==> src/verilog/lsu_pkg.sv <==
package lsu_pkg;

    // row and word geometry
    localparam int ROW_BYTES = 16;
    localparam int ROW_W     = ROW_BYTES * 8;
    localparam int BEAT_W    = 64;
    localparam int SRAM_AW   = 8;
    localparam int MXU_ROWS  = 16;

    // instruction opcodes kept by this unit
    typedef enum logic {
        OP_ST_ORAM = 1'b0,
        OP_ST_DRAM = 1'b1
    } lsu_op_e;

    // decoder payload, latched once per instruction
    typedef struct packed {
        lsu_op_e     op;
        logic [30:0] dram_addr;
        logic [7:0]  num;
        logic [2:0]  len;
        logic [3:0]  start_x;
        logic [3:0]  start_y;
        logic [11:0] sram_addr;
    } lsu_instr_t;

    // one oram access
    typedef struct packed {
        logic                 ce;
        logic                 we;
        logic [SRAM_AW-1:0]   addr;
        logic [ROW_BYTES-1:0] byte_en;
        logic [ROW_W-1:0]     wdata;
    } sram_req_t;

    // write address channel payload
    typedef struct packed {
        logic [9:0] addr;
        logic [7:0] len;
        logic [2:0] size;
    } axi_aw_t;

    // int8 result rows of the matrix unit
    typedef logic [MXU_ROWS-1:0][ROW_W-1:0] mxu_rows_t;

endpackage

==> src/verilog/dram_store.sv <==
`timescale 1ns/1ps

module dram_store (
    input  logic                       clk,
    input  logic                       reset,
    input  logic                       start,
    input  lsu_pkg::lsu_instr_t        cur,
    output lsu_pkg::axi_aw_t           aw,
    output logic                       awvld,
    input  logic                       awrdy,
    output lsu_pkg::sram_req_t         rd_req,
    input  logic [lsu_pkg::ROW_W-1:0]  rd_data,
    output logic [lsu_pkg::BEAT_W-1:0] wdata,
    output logic                       wvld,
    output logic                       wlast,
    input  logic                       wrdy,
    input  logic                       bvld,
    output logic                       brdy,
    output logic                       done
);
    import lsu_pkg::*;

    typedef enum logic [2:0] {
        S_IDLE,
        S_ADDR,
        S_READ,
        S_LOW,
        S_HIGH,
        S_RESP
    } state_e;

    state_e             state;
    logic [7:0]         row_cnt;
    logic [8:0]         beat_cnt;
    logic [8:0]         last_beat;
    logic               rd_vld;
    logic [ROW_W-1:0]   row_buf;
    logic [ROW_W-1:0]   row_data;
    logic [SRAM_AW-1:0] rd_addr;

    // address payload comes straight from the latched instruction
    assign aw.addr = cur.dram_addr[13:4];
    assign aw.len  = cur.num;
    assign aw.size = cur.len;
    assign awvld   = (state == S_ADDR);

    assign rd_addr = cur.sram_addr[11:4] + row_cnt;

    always_comb begin
        rd_req.ce      = (state == S_READ);
        rd_req.we      = 1'b0;
        rd_req.addr    = rd_addr;
        rd_req.byte_en = '0;
        rd_req.wdata   = '0;
    end

    // first low beat uses the fresh read, later cycles the buffer
    assign row_data  = rd_vld ? rd_data : row_buf;
    assign wdata     = (state == S_HIGH) ? row_data[ROW_W-1:BEAT_W] : row_data[BEAT_W-1:0];
    assign wvld      = (state == S_LOW) || (state == S_HIGH);
    assign last_beat = {cur.num, 1'b0} - 9'd1;
    assign wlast     = wvld && (beat_cnt == last_beat);

    assign brdy = (state == S_RESP);
    assign done = brdy & bvld;

    always_ff @(posedge clk) begin
        if (reset) begin
            state    <= S_IDLE;
            row_cnt  <= '0;
            beat_cnt <= '0;
            rd_vld   <= 1'b0;
        end else begin
            rd_vld <= rd_req.ce;
            case (state)
                S_IDLE: begin
                    if (start) begin
                        state    <= S_ADDR;
                        row_cnt  <= '0;
                        beat_cnt <= '0;
                    end
                end
                S_ADDR: begin
                    if (awrdy) begin
                        state <= S_READ;
                    end
                end
                S_READ: state <= S_LOW;
                S_LOW: begin
                    if (wrdy) begin
                        state    <= S_HIGH;
                        beat_cnt <= beat_cnt + 9'd1;
                    end
                end
                S_HIGH: begin
                    if (wrdy) begin
                        beat_cnt <= beat_cnt + 9'd1;
                        row_cnt  <= row_cnt + 8'd1;
                        state    <= wlast ? S_RESP : S_READ;
                    end
                end
                S_RESP: begin
                    if (bvld) begin
                        state <= S_IDLE;
                    end
                end
                default: state <= S_IDLE;
            endcase
        end
    end

    // hold the row while the high beat waits for wrdy
    always_ff @(posedge clk) begin
        if (rd_vld) begin
            row_buf <= rd_data;
        end
    end

endmodule

==> config.mk <==
export PLATFORM = sky130hd
export DESIGN_NAME = dram_store
export DESIGN_NICKNAME = d
export VERILOG_FILES = /design/src/verilog/lsu_pkg.sv /design/src/verilog/dram_store.sv
export SDC_FILE = /design/constraint.sdc
export NUM_CORES = 1
export LEC_CHECK = 0
export ABC_AREA = 1
export BUFFER_PORTS_ARGS = -buffer_cell sky130_fd_sc_hd__buf_2
export CAP_MARGIN = 10
export CORE_AREA = 2 2 169 171
export DETAILED_ROUTE_END_ITERATION = 7
export DIE_AREA = 0 0 171 173
export PLACE_DENSITY = 0.6
export RECOVER_POWER = 100
export SLEW_MARGIN = 20
export SYNTH_ARGS = -nofsm -noshare
export SYNTH_HDL_FRONTEND = slang
export SYNTH_SLANG_ARGS = --single-unit
==> constraint.sdc <==
create_clock -name clk -period 1.8 [get_ports clk]
set_clock_uncertainty 0.15 [all_clocks]
set_input_delay 0.09 -clock clk [delete_from_list [all_inputs] [get_ports clk]]
set_output_delay 0.09 -clock clk [all_outputs]
set_load 0.005 [all_outputs]
Word-level counts from Yosys, hierarchy flattened
Cells that the tools add are included.
Storage, ports and cells
  register bits: 149
  bits of input ports: 197
  output and inout port bits: 244
  logic and storage cells: 46
Operators by class
  $add $sub $neg: 4
  equality and inequality tests: 12
  multiplexer cells: 15
  bitwise gates (word level): 1
  reductions and logical operators: 9
Operators by type and width (number)
  two-way mux 128 bit: 1
  two-way mux 64 bit: 1
  two-way mux 3 bit: 6
  two-way mux 9 bit: 2
  one-hot mux 3 bit (6 select lines): 1
  one-hot mux 9 bit (2 select lines): 1
  two-way mux 8 bit: 2
  one-hot mux 8 bit (2 select lines): 1
  adder 9 x 1 -> 9 bit (second input constant): 1
  == test 9 bit: 1
  subtractor 9 x 1 -> 9 bit (second input constant): 1
  adder 8 x 1 -> 8 bit (second input constant): 1
  adder 8 bit: 1
  inequality test 2 bit (second input constant): 4
  == test 3 x 2 -> 1 bit (second input constant): 2
  == test 3 bit (second input constant): 2
  AND reduction 3 bit: 2
  AND reduction 5 bit: 1
  inequality test 2 x 1 -> 1 bit (second input constant): 2
  nonzero test 2 bit: 2
  == test 3 x 1 -> 1 bit (second input constant): 1
  zero test 3 bit: 1
  OR reduction 2 bit: 1
  AND 1 bit: 1
  2 further kinds: 2

Longest topological paths before layout
  word-level depth: 6
  depth in mapped cells: 15

Worst setup path after synthesis
No wires, ideal clock.
  path type: flip-flop to output port
  start: reg row_cnt[0]
  end: out rd_req[150] (netlist bit)
  data arrival time: 1.549 ns
  required time: 1.560 ns
  setup slack: 0.011 ns
  stages on the path, launching flop included: 9
  buffers on the path: 0
  cell sequence: dfxtp_1 ha_1 inv_1 fa_1 o21ai_0 a21oi_1 nor2_1 nor2_1 xnor2_1
RTL lines
  from (decl): RTL line dram_store.sv:33  | logic [7:0] row_cnt;
  from (signal assigned): RTL line dram_store.sv:98  | row_cnt <= row_cnt + 8'd1;
  to (decl): RTL line dram_store.sv:11  | output lsu_pkg::sram_req_t rd_req,

Worst setup path after layout
  start: reg rd_vld
  end: out wdata[29] (netlist bit)
Between the ends
  word-level cells in the longest chain between the ends: 2
RTL lines
  from (decl): RTL line dram_store.sv:36  | logic rd_vld;
  from (signal assigned): RTL line dram_store.sv:74  | rd_vld <= rd_req.ce;
  two-way mux 128 bit
  via row_data[93]: RTL line dram_store.sv:38  | logic [ROW_W-1:0] row_data;
  two-way mux 64 bit: RTL line dram_store.sv:59  | assign wdata = (state == S_HIGH) ? row_data[ROW_W-1:BEAT_W] : row_data[BEAT_W-1:0];
  to (decl): RTL line dram_store.sv:13  | output logic [lsu_pkg::BEAT_W-1:0] wdata,
The timed path passes the listed nets, and every way through them passes these cells.

==> qor.csv <==
metric,value,unit
status,finished with violations,
failing checks,negative setup slack,
pre-CTS worst setup slack,-106,ps
Vias,8230,
Clock Path Buffers,2,
total grt overflow,0,
DRC,0,
RSZ-0062 raised after global routing,true,
aggregate global-route resource usage,17.9,%
area delta synth->final,75.1,%
Synth Cell Area,7880,um^2
HPWL Detailed,15100,um
worst hold start,cur[35],
IO Pins,441,
"antenna viol nets, final",0,
first-pass GRT wire length,41100,um
Lkg Pwr,6.54,nW
Most used DFF post-synth,dfxtp_1,
Num Clock Sinks,149,
Worst-path clk slew,70,ps
TritonCTS clock tree,done,
WL final,29100,um
Port-buffer cells,235,
Syn Inst Count,1114,
hold violation total from the final report,0,
crit end category,output pin,
largest net degree at the start of global routing,38,
Setup Viol. Count Final,90,
Min-Delay Endpoint,aw[11],
Reg-to-Reg Start,state[0],
initial core utilization,28.5,%
Core Footprint,27600,um^2
nets,1748,
Tightest Hold Check Type,input pin to output pin,
Peak Freq,461,MHz
synth unique cells,43,
Worst setup SP type,flip-flop,
Final WS setup,-371,ps
"FFs w/ async S/R, synth",0,%
Detailed Routing Iterations Pass 1,4,
Yosys reg bits,149,
multi-input combinational cell area,5400,um^2
WHS,30.0,ps
Seq. cell area,3000,um^2
row count,61,
Final Total Pwr,18.2,mW
Die Area,29600,um^2
CP dominant cell by count,nand2_1,
FILL cells,2554,
hold-critical path depth,0,
GRT met2 Usage,32.2,%
met1 Use GR,21.1,%
part of the cycle the worst path needs,121,%
max cap viols,0,
Post-synth EDFFs,0,
die height,173,um
GPL Wtd Cong,0.876,
sequential fraction of the synthesis area,37.8,%
Max rail drop VDD,0.000629,V
CP Class,flip-flop to output pin,
min Tclk post-route,2170,ps
H-tree depth,4,
layout cells sized above 1,39.1,%
Slew Limit Fails,0,
Yosys Warn Count,0,
Global Route met3 Usage,3.55,%
"Slowest-stage cell, CP",dfxtp_4,
vias per inst,4.26,
CTS Buf Count,17,
Avg Inst Size Synth,7.08,um^2
FF-to-FF path depth,13,
crit path cell chain,clkinv_8 > clkbuf_1 > buf_16 > nand2_1 > nand2_1 > nor2_4 > a31oi_4 > buf_2,
crit path max fanout,11,
initial antenna violation count,1,
"Req. time, crit path",1560,ps
clk_lat worst skew,420,ps
DRT iter0 DRCs,338,
CTS Root Cell,clkbuf_16,
wire per inst,15.0,um
PwrDens,1320,nW/um^2
Die Wd,171,um
Worst EP arrival,1930,ps
R2R setup slack,-140,ps
CP peak stage delay,410,ps
vias in the first global route,7948,
GRT Max-Usage Layer,met2,
Worst R2R End,beat_cnt[0],
## cells in the mapped netlist, types with 2 or more instances
cell	number	area, um^2
nand2_1	440	1650
buf_4	166	1250
dfxtp_1	149	2980
nor2_1	90	338
a31oi_1	65	407
inv_1	44	165
clkbuf_1	30	113
a21oi_1	14	70.1
ha_1	10	125
nand3_1	10	50.1
xor2_1	9	78.8
buf_2	8	40.0
nor3_1	7	35.0
xnor2_1	6	52.6
a21oi_2	5	43.8
buf_1	5	18.8
nand2_2	5	31.3
nand2_4	5	56.3
nand4_1	4	25.0
o21ai_0	4	20.0
o21ai_2	4	35.0
nor2_2	3	18.8
nor4_1	3	18.8
o21ai_1	3	15.0
a211oi_1	2	15.0
a211oi_2	2	25.0
inv_2	2	7.51
inv_4	2	12.5
nor3_2	2	20.0
nor3b_2	2	25.0
## cell usage in the layout (no fill, tap or decap), drive strengths merged, types with 6 or more instances in the layout
master / count
o21ai: 11
clkinv: 8
nor3: 9
ha: 10
inv: 55
clkbuf: 30
conb: 145
nor2: 94
nand3: 12
a31oi: 65
xnor2: 6
dlygate4sd3: 131
nand2: 450
a21oi: 19
dfxtp: 149
buf: 329
xor2: 9
## power by group
| part | leakage, nW | total, mW | switching [mW] | internal, mW |
|---|---|---|---|---|
| Combinational | 4.99 | 9.03 | 4.81 | 4.22 |
| Sequential | 1.25 | 5.49 | 0.570 | 4.92 |
| Clock | 0.291 | 3.65 | 1.77 | 1.89 |
| Total | 6.54 | 18.2 | 7.14 | 11.0 |
## cells by family (layout without fill, tap and decap cells)
logic type                 count (synthesis)  count (layout)  share of synthesized area [%]
and+or+nand+nor                          577             577                           29.6
buffers and inverters                    259             554                           20.6
DFF                                      149             149                           37.8
AOI/OAI and AO/OA                        102             102                           8.38
xor gates and xnor gates                  15              15                           1.67
adders and majority gates                 11              11                           1.84
other                                      1             146                         0.0476
## per-layer routing
metal	up-vias	routed length (um)
met5	-	0
met4	0	650
met3	51	1440
met2	273	14800
met1	3825	12100
li1	4081	-
## repair_timing
item / in CTS / in global routing
pin swaps: 111 / 72
gates cloned: 24 / 2
endpoints found under the hold margin: 135 / 0
buffers inserted: 35 / 22
hold buffers: 131 / 0
gates resized for setup: 260 / 216
endpoints found under the setup margin: 73 / 91
## area by class of cell
type | count | area share, %
inverter | 49 | 1.62
clock inverter | 15 | 1.29
antenna | 1 | 0.0181
timing repair buffer | 473 | 29.8
multi-input combinational | 850 | 39.1
clock buffer | 17 | 3.08
tap | 378 | 3.43
sequential | 149 | 21.7
## sequential cells by signal (all words and copies together) (netlist names)
register	flops
beat_cnt	9
rd_vld	1
row_buf	128
row_cnt	8
state	3
## worst max path at each step
stage,start,to,slack (ps),depth (start not counted)
after floorplan,row_cnt[0],rd_req[150],10,8
after global placement,row_cnt[0],rd_req[150],-70,9
after detailed placement,row_cnt[0],rd_req[150],-110,9
after CTS,row_cnt[0],rd_req[150],-360,9
after global routing,row_cnt[0],rd_req[150],-470,9
final,rd_vld,wdata[29],-370,8
## through the flow
| step | util, % | area, um^2 | setup TNS, ps | instances |
|---|---|---|---|---|
| floorplan | - | 8420 | 0 | 1258 |
| global placement | 32.5 | 8990 | -72.7 | 1696 |
| detailed placement | 32.5 | 8990 | -126 | 1696 |
| CTS | 46.9 | 13000 | -17620 | 1917 |
| global route | 50.0 | 13800 | -28220 | 1932 |
| finish | 50.0 | 13800 | -19280 | 1932 |
## worst max-delay path, delay by kind of cell (launching register included)
kind / cells / cell delay [ps]
compound gates: 1 / 120
buf+inv: 4 / 730
flops: 1 / 410
simple gates: 3 / 230
Note: power is estimated with default switching activity, not from simulation.
