===== config.mk =====
export PLATFORM = sky130hd
export DESIGN_NAME = lsu_instr_ctrl
export DESIGN_NICKNAME = d
export VERILOG_FILES = /design/src/verilog/lsu_pkg.sv /design/src/verilog/lsu_instr_ctrl.sv
export SDC_FILE = /design/constraint.sdc
export NUM_CORES = 1
export LEC_CHECK = 0
export BUFFER_PORTS_ARGS = -buffer_cell sky130_fd_sc_hd__buf_2
export CAP_MARGIN = 20
export CORE_ASPECT_RATIO = 1.4
export CORE_MARGIN = 4
export CORE_UTILIZATION = 44
export DETAILED_ROUTE_END_ITERATION = 6
export PLACE_DENSITY_LB_ADDON = 0.2
export SYNTH_ARGS = -nofsm -noshare
export SYNTH_HDL_FRONTEND = slang
export SYNTH_SLANG_ARGS = --single-unit
export TNS_END_PERCENT = 20

===== constraint.sdc =====
create_clock -name clk -period 5.75 [get_ports clk]
set_input_delay 0.8625 -clock clk [delete_from_list [all_inputs] [get_ports clk]]
set_output_delay 0.8625 -clock clk [all_outputs]
set_load 0.05 [all_outputs]

===== src/verilog/lsu_pkg.sv =====
package lsu_pkg;

    // row and word geometry
    localparam int ROW_BYTES = 16;
    localparam int ROW_W     = ROW_BYTES * 8;
    localparam int BEAT_W    = 64;
    localparam int SRAM_AW   = 8;
    localparam int MXU_ROWS  = 16;

    // instruction opcodes kept by this unit
    typedef enum logic {
        OP_ST_ORAM = 1'b0,
        OP_ST_DRAM = 1'b1
    } lsu_op_e;

    // decoder payload, latched once per instruction
    typedef struct packed {
        lsu_op_e     op;
        logic [30:0] dram_addr;
        logic [7:0]  num;
        logic [2:0]  len;
        logic [3:0]  start_x;
        logic [3:0]  start_y;
        logic [11:0] sram_addr;
    } lsu_instr_t;

    // one oram access
    typedef struct packed {
        logic                 ce;
        logic                 we;
        logic [SRAM_AW-1:0]   addr;
        logic [ROW_BYTES-1:0] byte_en;
        logic [ROW_W-1:0]     wdata;
    } sram_req_t;

    // write address channel payload
    typedef struct packed {
        logic [9:0] addr;
        logic [7:0] len;
        logic [2:0] size;
    } axi_aw_t;

    // int8 result rows of the matrix unit
    typedef logic [MXU_ROWS-1:0][ROW_W-1:0] mxu_rows_t;

endpackage


===== src/verilog/lsu_instr_ctrl.sv =====
`timescale 1ns/1ps

module lsu_instr_ctrl (
    input  logic                clk,
    input  logic                reset,
    input  logic                instr_vld,
    input  lsu_pkg::lsu_instr_t instr,
    output logic                instr_rdy,
    output lsu_pkg::lsu_instr_t cur,
    output logic                start_row,
    output logic                start_dram,
    input  logic                row_done,
    input  logic                dram_done,
    input  logic                bvld,
    input  logic [1:0]          bresp,
    input  logic                brdy,
    output logic                st_err
);
    import lsu_pkg::*;

    logic busy;
    logic finish;
    logic accept;
    logic resp_err;

    assign finish    = row_done | dram_done;
    // a new instruction may enter in the finish cycle
    assign instr_rdy = ~busy | finish;
    assign accept    = instr_vld & instr_rdy;
    assign resp_err  = bvld & brdy & (|bresp);

    always_ff @(posedge clk) begin
        if (reset) begin
            busy       <= 1'b0;
            start_row  <= 1'b0;
            start_dram <= 1'b0;
            st_err     <= 1'b0;
        end else begin
            if (accept) begin
                busy <= 1'b1;
            end else if (finish) begin
                busy <= 1'b0;
            end
            start_row  <= accept && (instr.op == OP_ST_ORAM);
            start_dram <= accept && (instr.op == OP_ST_DRAM);
            // an error in the accept cycle belongs to the finishing store, keep it
            if (resp_err) begin
                st_err <= 1'b1;
            end else if (accept) begin
                st_err <= 1'b0;
            end
        end
    end

    always_ff @(posedge clk) begin
        if (accept) begin
            cur <= instr;
        end
    end

endmodule


; ---- After elaboration in Yosys (flattened, before gate mapping)
; Cells that the tools add are included.
[word_totals]
inputBits = 72
ff_bits = 67
output_inout_bits = 67
elab_cells = 27
[classes]
muxes = 4
n_bitwise = 7
reduce_logical = 5
[op_table]
columns = op, count
row1 = $mux 1, 4
row2 = $reduce_bool 2->1, 2
row3 = $and 1x1->1, 3
row4 = $logic_and 1x1->1, 2
row5 = $not 1->1, 2
row6 = $or 1x1->1, 2
row7 = $reduce_or 2->1, 1

; ---- Depth between registers and ports, before layout
; Gate-level depths: netlist of the first run.
[logic_depth]
ltp_word = 5
depth_mapped = 3
mapped_depth_nobuf = 3

; ---- Least setup slack after synthesis of the first run
; Ideal clock, no wire load.
[synth_path]
path_type = input -> register
from = input port instr_vld
to = register cur[0] in the netlist's numbering, enable pin
t_arrival_ns = 3.581
stages = 2
setup_ns = 0.485
n_path_buf = 0
required_ns = 5.265
setup_slack_ns = 1.685
cell_sequence = inv_1 > nor2_1
[synth_via]
elab_chain_cells = 1
[synth_rtl]
columns = item, line
row1 = "start, declared", lsu_instr_ctrl.sv:6  ; input logic instr_vld,
row2 = $and 1x1->1, lsu_instr_ctrl.sv:29  ; assign accept = instr_vld & instr_rdy;
row3 = named net accept, lsu_instr_ctrl.sv:23  ; logic accept;
row4 = "end signal, assigned", lsu_instr_ctrl.sv:57  ; cur <= instr;
row5 = "end, declared", lsu_instr_ctrl.sv:9  ; output lsu_pkg::lsu_instr_t cur,
; The timed path passes the listed nets, and every way through them passes these cells.
; A chain may end at the register's enable or synchronous reset.

; ---- Final worst setup path of the first run
[layout_path]
from = input port dram_done
to = output port instr_rdy
[layout_via]
elab_chain_cells = 2
[layout_rtl]
columns = item, line
row1 = "start, declared", lsu_instr_ctrl.sv:13  ; input logic dram_done,
row2 = $or 1x1->1, lsu_instr_ctrl.sv:26  ; assign finish = row_done | dram_done;
row3 = $or 1x1->1, lsu_instr_ctrl.sv:28  ; assign instr_rdy = ~busy | finish;
row4 = "end, declared", lsu_instr_ctrl.sv:8  ; output logic instr_rdy,
; Every way passes these cells.

==> results.yml, run 1 <==
outcome:
  status: "completed"
logic_synthesis:
  synthesis.yosys.warnings: 0
  synth_cell_types: 13
  netlist_instances: 78
  post-synth-top-area-cell: "edfxtp_1"
  synthesized_netlist_net_count: 150
  postSynthRegisterBits: 67
  syn_avg_cell_area_um2: 26.37
  seq_area_frac_synth_pct: 95.86
  top_cells_by_area_in_the_synthesized_netlist: "edfxtp_1 (92%), dfxtp_1 (3.9%), nor3b_4 (0.91%), nand4bb_1 (0.55%), a21oi_2 (0.43%)"
  netlist_area_mm2: 0.002057
  area_share_of_the_largest_cell_type_after_synthesis_pct: 91.97
sta:
  hold_viol: 0
  finClkSkew_ps: 5.895
  finalSetupViolCount: 0
  worst_relative_slew_slack_pct: 44.57
  maxSlewViolCount: 0
  timing_worst_slew_pin_value_ps: 829.4
  period_minus_slack_ps: 2444
  setup_repair_after_global_routing_missed_its_margin: "false"
  highest_clock_rate_mhz: 409.2
  post-route-period-util_pct: 42.50
  summed_negative_setup_slack_over_all_endpoints_ps: 0
pwr:
  comb_power_share_pct: 14.4
  intPower_uw: 812.3
  power.switching_uw: 283.5
  p_sw_share_pct: 25.87
  power.clock.fraction_pct: 33.4
  power.leakage_nw: 1.320
  power.density_cell_area_mw_per_mm2: 361.2
  worst_ir_drop_vdd_mv: 0.1937
  power_frac_seq_pct: 52.2
layout:
  area_delta_synth_final_pct: 47.51
  post-route-cell-area_mm2: 0.003034
  utilization_pct: 66.90
  num-fill-cells: 337
  mostFrequentLayoutCells: "buf_2 (138), edfxtp_1 (63), clkbuf_8 (10), dfxtp_1 (4), clkinv_2 (3)"
  fraction_of_final_layout_cells_sized_beyond_drive_strength_1_pct: 67.81
  n_antenna_cell: 0
  finalNetCount: 300
  leading_cell_type_in_the_layout_fill_and_taps_excluded: "buf_2"
grt:
  grt_remaining_overflow: 0
  grt_pass1_vias: 1277
  global_route.usage.met3_pct: 6.289
  grt_start_max_net_pins: 34
  grt_use_met1_pct: 14.06
  busiest_layer: "met2"
  gr-usage-all-layers_pct: 14.44
  grt_antenna_before_repair: 0
  grt_pass1_wl_mm: 5.996
  met2_track_utilization_from_global_routing_pct: 25.46
die:
  placement_rows: 29
  floorplan.initialDensity_pct: 45.35
  die_h_um: 88.90
  i_o_pin_count: 139
  die-width_um: 65.79
  design.die.area_mm2: 0.005848
  core_box_area_mm2: 0.004536
setup_path:
  criticalPathCategory: "in -> out"
  cp_data_required_time_ps: 4890
  path_depth_of_the_worst_reg2reg_path: 3
  start_kind: "primary input"
  end_kind: "output port"
  worstPathMaxFanout: 4
  regToRegStartpoint: "busy"
  reg2reg_slack_ps: 3780
  worst_r2r_endpoint: "cur[38]"
  cp_data_arrival_time_ps: 1580
clocking:
  clock_latency_ps: 320
  numCtsBuffers: 9
  clock_buffer_depth: 2
  post_cts_resize_count: 0
  cts-root-buf: "clkbuf_8"
  tritoncts_num_sinks: 67
  clock_pin_slew_on_the_worst_setup_and_hold_paths_ps: 60
  cts_tree: "yes"
  ctsHtreeMaxLevel: 3
  post-cts-setup-buffers: 0
  cts.hold.buffers_added: 0
placed_design:
  io_buffers: 138
  place_area_mm2: 0.002840
  dpl.hpwl_mm: 3.314
  globalplace.congestion: 0.7091
route:
  wirelength_mm: 4.241
  vias: 1284
  route.detailed.wl_per_inst_um: 14.38
  post-route-drc-count: 0
  detailed_routing_iteration_count_for_the_pre_antenna_repair_pass: 4
  first_iter_violations: 64
  drt.antenna.violating_nets: 0
  post_drt_via_cell_ratio: 4.353
min_path:
  worst_hold_path.endpoint: "st_err"
  min_path_cells: 2
  hold_start: "st_err"
  holdCritPathClass: "reg -> reg"
run:
  maxCapViolCount: 0
[metrics by stage]
step	hold slack [ps]	power (mW)	cells	worst slack [ps]
2_1_floorplan	481.6	0.6915	78	1685
3_3_place_gp	493.2	0.7389	279	3248
3_5_place_dp	517.9	0.7422	279	3135
4_1_cts	526.5	1.109	295	3301
5_1_grt	558.4	1.139	295	3268
6_report	524.4	1.096	295	3306
[area by class of cell]
type | instances | area (um2) | share of cell area [%]
Inverter | 2 | 7.507 | 0.2474
Multi-Input combinational cell | 9 | 85.08 | 2.804
Sequential cell | 67 | 1972 | 64.99
Clock buffer | 11 | 141.4 | 4.660
Tap cell | 62 | 77.57 | 2.557
Timing Repair Buffer | 139 | 698.2 | 23.01
Clock inverter | 5 | 52.55 | 1.732
[routing by layer]
layer,routed length [um],share of wire [%]
met1,1385,33
met2,2330,55
met3,478,11
met4,46,1.1
met5,0,0
[flip-flops by register name, summed over array words and instances (netlist names)]
| signal | cells |
|---|---|
| start_dram | 1 |
| busy | 1 |
| start_row | 1 |
| st_err | 1 |
| cur | 63 |
[cell families (layout without fill, tap and decap cells)]
kind of cell | Yosys count | after routing | synth area share (%)
buf+inv | 2 | 157 | 0.3646
flops | 67 | 67 | 95.86
compound gates | 3 | 3 | 1.095
simple gates | 6 | 6 | 2.677
[critical path, cell delays in order]
cell     delay [ps]
buf_2           120
nor3b_4         310
inv_2            70
buf_2           220
[power groups by stage]
stage | clock network [mW] | registers, mW | logic, mW
floorplan | 0 | 0.680 | 0.0110
global placement | 0 | 0.582 | 0.157
detailed placement | 0 | 0.583 | 0.159
CTS | 0.377 | 0.573 | 0.159
global route | 0.400 | 0.574 | 0.165
finish | 0.366 | 0.572 | 0.158
[cell usage after synthesis]
cell type / count
a21oi_2: 1
a31oi_1: 1
dfxtp_1: 4
edfxtp_1: 63
inv_1: 1
inv_2: 1
nand2b_1: 1
nand4bb_1: 1
nor2_1: 1
nor3b_4: 1
nor4_1: 1
nor4b_1: 1
o211ai_1: 1
[how the worst max path moves through the flow]
stage / from / end
floorplan: instr_vld / cur[0]
global placement: instr_vld / cur[18]
detailed placement: instr_vld / cur[35]
CTS: dram_done / instr_rdy
global route: dram_done / instr_rdy
finish: dram_done / instr_rdy
No activity file was read; power rests on OpenSTA's default activity.
==> run 2, diff against run 1 <==
--- a/config.mk
+++ b/config.mk
@@ -5,11 +5,12 @@
 export SDC_FILE = /design/constraint.sdc
 export NUM_CORES = 1
 export LEC_CHECK = 0
+export ABC_AREA = 1
 export BUFFER_PORTS_ARGS = -buffer_cell sky130_fd_sc_hd__buf_2
 export CAP_MARGIN = 20
 export CORE_ASPECT_RATIO = 1.4
 export CORE_MARGIN = 4
-export CORE_UTILIZATION = 44
+export CORE_UTILIZATION = 40
 export DETAILED_ROUTE_END_ITERATION = 6
 export PLACE_DENSITY_LB_ADDON = 0.2
 export SYNTH_ARGS = -nofsm -noshare
==> constraint.sdc (replaced) <==
create_clock -name clk -period 2.6 [get_ports clk]
set_input_delay 0.39 -clock clk [delete_from_list [all_inputs] [get_ports clk]]
set_output_delay 0.39 -clock clk [all_outputs]
set_load 0.05 [all_outputs]
==> run 2 against run 1 <==
Effect of this change: cell area up 2.1%; critical path depth is 2 lower; global-route usage fell by 0.083 points; critical endpoint unchanged; register-to-register slack lost 2400 ps; combinational power up 120%; largest power group unchanged; worst setup slack worse by 2100 ps; die area grew 8.3%; cell count up 1.0%; first-iteration DRC count up 16%; synthesized cell count rose by 1.3%.
==> results.yml, run 2 <==
outcome:
  status: "completed"
sta:
  hold_ws_ps: 230.6
  fin_ws_ps: 1217
  hold_viol: 0
  timing_worst_slew_pin_value_ps: 330.7
  finalSetupViolCount: 0
  worst_relative_slew_slack_pct: 77.95
  finClkSkew_ps: 8.901
  maxSlewViolCount: 0
  highest_clock_rate_mhz: 723.2
  period_minus_slack_ps: 1383
  summed_negative_setup_slack_over_all_endpoints_ps: 0
  setup_repair_after_global_routing_missed_its_margin: "false"
  post-route-period-util_pct: 53.19
setup_path:
  cp_data_arrival_time_ps: 990
  end_kind: "output port"
  start_kind: "register"
  worst_r2r_endpoint: "cur[52]"
  regToRegStartpoint: "busy"
  path_depth_of_the_worst_reg2reg_path: 4
  worstPathMaxFanout: 3
  cp_data_required_time_ps: 2210
  criticalPathCategory: "reg -> out"
  reg2reg_slack_ps: 1420
die:
  i_o_pin_count: 139
  die_h_um: 92.57
  floorplan.initialDensity_pct: 41.55
  placement_rows: 30
  core_box_area_mm2: 0.004917
  die-width_um: 68.41
  design.die.area_mm2: 0.006332
grt:
  grt_start_max_net_pins: 65
  grt_remaining_overflow: 0
  gr-usage-all-layers_pct: 14.35
  grt_pass1_wl_mm: 6.251
  grt_antenna_before_repair: 0
  grt_pass1_vias: 1300
logic_synthesis:
  synthesized_netlist_net_count: 151
  synthesis.yosys.warnings: 0
  netlist_instances: 79
  netlist_area_mm2: 0.002043
  synth_cell_types: 12
  synth_top_flop_cell: "edfxtp_1"
  async_reset_ff_share_pct: 0
  yosysMostFrequentCell: "edfxtp_1"
  post-synth-top-area-cell: "edfxtp_1"
  seq_area_frac_synth_pct: 96.51
  syn_avg_cell_area_um2: 25.86
  top_cells_by_area_in_the_synthesized_netlist: "edfxtp_1 (93%), dfxtp_1 (3.9%), nand2_2 (0.61%), nand2_4 (0.55%), a21oi_2 (0.43%)"
  postSynthRegisterBits: 67
  synth_edf_count: 63
  area_share_of_the_largest_cell_type_after_synthesis_pct: 92.59
  synthTopCellsByCount: "edfxtp_1 (63), dfxtp_1 (4), nand2_1 (2), nand2_2 (2)"
clocking:
  numCtsBuffers: 9
  cts_tree: "yes"
  post-cts-setup-buffers: 0
  cts-root-buf: "clkbuf_8"
  cts.hold.buffers_added: 0
  post_cts_resize_count: 0
  ctsHtreeMaxLevel: 3
  clock_buffer_depth: 2
  tritoncts_num_sinks: 67
  clock_latency_ps: 330
  clock_pin_slew_on_the_worst_setup_and_hold_paths_ps: 70
placed_design:
  dp_worst_setup_slack_ps: 1222
  placedCellCount: 282
  io_buffers: 138
  globalplace.congestion: 0.7271
route:
  wirelength_mm: 4.297
  route.detailed.wl_per_inst_um: 14.42
  drt.antenna.violating_nets: 0
  post_drt_via_cell_ratio: 4.168
  detailed_routing_iteration_count_for_the_pre_antenna_repair_pass: 3
  vias: 1242
  post-route-drc-count: 0
  first_iter_violations: 74
pwr:
  power_frac_seq_pct: 46.6
  p_sw_share_pct: 23.93
  power.clock.fraction_pct: 40.4
  power.density_cell_area_mw_per_mm2: 876.6
  worst_ir_drop_vdd_mv: 0.5017
  power.leakage_nw: 1.356
  power.switching_uw: 650.0
  intPower_mw: 2.066
  comb_power_share_pct: 13.0
layout:
  seq_area_mm2: 0.001972
  n_antenna_cell: 0
  finalNetCount: 301
  area_delta_synth_final_pct: 51.62
  fraction_of_final_layout_cells_sized_beyond_drive_strength_1_pct: 68.38
  final-instance-count-excl-fill: 298
  largest_reg_flops: 63
  leading_cell_type_in_the_layout_fill_and_taps_excluded: "buf_2"
  multi_input_area_um2: 67.56
  mostFrequentLayoutCells: "buf_2 (138), edfxtp_1 (63), clkbuf_8 (9), dfxtp_1 (4), bufinv_16 (4)"
  num-fill-cells: 389
  top_register: "cur"
run:
  maxCapViolCount: 0
min_path:
  holdCritPathClass: "in -> reg"
  hold_start: "instr[45]"
  worst_hold_path.endpoint: "cur[45]"
  min_path_cells: 1
==> run 2: worst max-delay path by stage <==
stage / to / slack (ps) / start
after floorplan: cur[0] / 740 / dram_done
after global placement: cur[44] / 1230 / dram_done
after detailed placement: cur[14] / 1220 / dram_done
after CTS: instr_rdy / 1190 / busy
after global routing: instr_rdy / 1160 / busy
final: instr_rdy / 1220 / busy
==> run 2: worst max-delay path: stages, from the launching register on <==
cell and delay (ps):
dfxtp_1 310, nand2_2 90, buf_2 270
==> run 2: power groups by stage <==
stage               clock network [mW]  logic, mW  registers [mW]
floorplan                            0     0.0248            1.50
global placement                     0      0.356            1.29
detailed placement                   0      0.358            1.29
CTS                               1.12      0.359            1.27
global route                      1.19      0.371            1.27
finish                            1.10      0.354            1.26
==> run 2: cells by family after synthesis <==
group,count (synthesis),synth area share (%)
simple gates,8,2.266
compound gates,3,1.041
flops,67,96.51
buf+inv,1,0.1835
==> run 2: stage by stage <==
step | power [mW] | area, um2 | utilization [%]
after floorplan | 1.527 | 2043 | -
after global placement | 1.642 | 2834 | 57.63
after detailed placement | 1.647 | 2834 | 57.63
after CTS | 2.747 | 3098 | 63.00
after global routing | 2.828 | 3098 | 63.00
final | 2.716 | 3098 | 63.00
==> run 2: metal layers <==
layer / up-vias / wire length (um) / track usage (%)
li1: 609 / - / -
met1: 556 / 1404 / 13.52
met2: 73 / 2338 / 24.54
met3: 4 / 511 / 8.010
met4: 0 / 42 / 5.970
met5: - / 0 / 0
==> run 2: cell type report <==
| type | count | area share (%) |
|---|---|---|
| Sequential cell | 67 | 63.65 |
| Clock buffer | 9 | 3.998 |
| Timing Repair Buffer | 139 | 22.94 |
| Inverter | 1 | 0.1212 |
| Multi-Input combinational cell | 11 | 2.181 |
| Clock inverter | 7 | 4.523 |
| Tap cell | 64 | 2.585 |
==> run 3, diff against run 2 <==
==> constraint.sdc (replaced) <==
create_clock -name clk -period 1.4 [get_ports clk]
set_input_delay 0.21 -clock clk [delete_from_list [all_inputs] [get_ports clk]]
set_output_delay 0.21 -clock clk [all_outputs]
set_load 0.05 [all_outputs]
==> run 3 against run 2 <==
Effect of this change: sequential cell count is the same; worst hold slack worse by 170 ps; worst setup slack got worse by 1000 ps; critical path type unchanged.
==> results.yml, run 3 (synthesis results as in run 2) <==
route:
  post_drt_via_cell_ratio: 4.289
  route.detailed.wl_per_inst_um: 14.71
  drt.antenna.violating_nets: 0
  detailed_routing_iteration_count_for_the_pre_antenna_repair_pass: 4
  wirelength_mm: 4.383
  first_iter_violations: 66
  post-route-drc-count: 0
  vias: 1278
setup_path:
  cp_data_required_time_ps: 1190
  worstPathMaxFanout: 3
  end_kind: "output port"
  regToRegStartpoint: "busy"
  criticalPathCategory: "reg -> out"
  crit_start: "busy"
  start_kind: "register"
  cp_data_arrival_time_ps: 990
grt:
  grt_start_max_net_pins: 28
  grt_pass1_vias: 1322
  gr-usage-all-layers_pct: 14.41
  grt_antenna_before_repair: 0
  grt_pass1_wl_mm: 6.375
  grt_remaining_overflow: 0
pwr:
  worst_ir_drop_vdd_mv: 1.029
  total_power_mw: 4.438
  power.density_cell_area_mw_per_mm2: 1463
  power.leakage_nw: 1.326
clocking:
  post_cts_resize_count: 0
  clock_latency_ps: 320
  post-cts-setup-buffers: 0
  clock_pin_slew_on_the_worst_setup_and_hold_paths_ps: 70
  cts.hold.buffers_added: 0
  tritoncts_num_sinks: 67
  clock_buffer_depth: 2
  ctsHtreeMaxLevel: 3
  numCtsBuffers: 9
  cts_tree: "yes"
  cts-root-buf: "clkbuf_8"
die:
  floorplan.initialDensity_pct: 41.55
  die_h_um: 92.57
  placement_rows: 30
  design.die.area_mm2: 0.006332
  core_box_area_mm2: 0.004917
  i_o_pin_count: 139
  die-width_um: 68.41
sta:
  period_minus_slack_ps: 1205
  maxSlewViolCount: 0
  finClkSkew_ps: 5.557
  highest_clock_rate_mhz: 830.2
  summed_negative_setup_slack_over_all_endpoints_ps: 0
  setup_repair_after_global_routing_missed_its_margin: "false"
  timing_worst_slew_pin_value_ps: 275.6
  hold_viol: 0
  finalSetupViolCount: 0
  post-route-period-util_pct: 86.04
  worst_relative_slew_slack_pct: 81.76
layout:
  utilization_pct: 61.68
  largest_reg_flops: 63
  mostFrequentLayoutCells: "buf_2 (138), edfxtp_1 (63), clkbuf_8 (9), dfxtp_1 (4)"
  leading_cell_type_in_the_layout_fill_and_taps_excluded: "buf_2"
  final-instance-count-excl-fill: 298
  top_register: "cur"
  n_antenna_cell: 0
  post-route-cell-area_mm2: 0.003033
  area_delta_synth_final_pct: 48.44
  num-fill-cells: 388
  finalNetCount: 302
  fraction_of_final_layout_cells_sized_beyond_drive_strength_1_pct: 67.09
placed_design:
  io_buffers: 138
  dpl.hpwl_mm: 3.444
  place_area_mm2: 0.002859
  globalplace.congestion: 0.6836
  placedCellCount: 283
run:
  maxCapViolCount: 0
min_path:
  holdCritPathClass: "in -> reg"
  hold_start: "instr[55]"
outcome:
  status: "completed"
run 3: cell types whose count changed in the layout (fill, tap and decap cells not counted), sizes merged:
cell      previous run  this run
clkinv               2         3
clkinvlp             1         0
clkbuf               9        11
bufinv               4         1
buf                139       140
run 3: path summary, 6_finish.rpt:
path | endpoint | slack (ps) | cells past startpoint
setup / recovery | instr_rdy | 200 | 2
hold / removal | cur[55] | 60 | 1
setup reg to reg | cur[56] | 250 | 4
hold reg to reg | st_err | 470 | 2
run 3: final cells by class:
cell class | instances | area (um2) | area share [%]
clock buffer | 11 | 131.4 | 4.332
timing repair buffer | 140 | 730.7 | 24.09
multi-input combinational | 11 | 67.56 | 2.228
clock inverter | 4 | 42.54 | 1.403
tap | 64 | 80.08 | 2.640
inverter | 1 | 8.758 | 0.2888
sequential | 67 | 1972 | 65.02
run 3: where the power goes:
group / internal (mW) / switching (mW) / total [mW]
Combinational: 0.160 / 0.505 / 0.665
Clock: 0.799 / 0.625 / 1.42
Sequential: 2.32 / 0.0242 / 2.35
Total: 3.28 / 1.15 / 4.44
run 3: critical path: stages, from the launching register on:
cell and delay (ps):
dfxtp_1 310, nand2_2 100, buf_2 270
run 3: per-layer routing:
| metal | part of all wire, % | vias up | wire length [um] | global-route usage [%] |
|---|---|---|---|---|
| met4 | 2.6 | 0 | 113 | 7.960 |
| met1 | 32 | 577 | 1385 | 14.03 |
| li1 | - | 610 | - | - |
| met2 | 56 | 79 | 2451 | 24.30 |
| met3 | 9.9 | 12 | 432 | 6.432 |
| met5 | 0 | - | 0 | 0 |
run 3: stage by stage:
stage | hold WS (ps) | setup slack, ps
global route | 30.15 | 143.4
floorplan | 272.4 | 40.06
detailed placement | 388.2 | 216.1
global placement | 386.7 | 237.0
CTS | 45.75 | 175.6
finish | 61.29 | 195.4
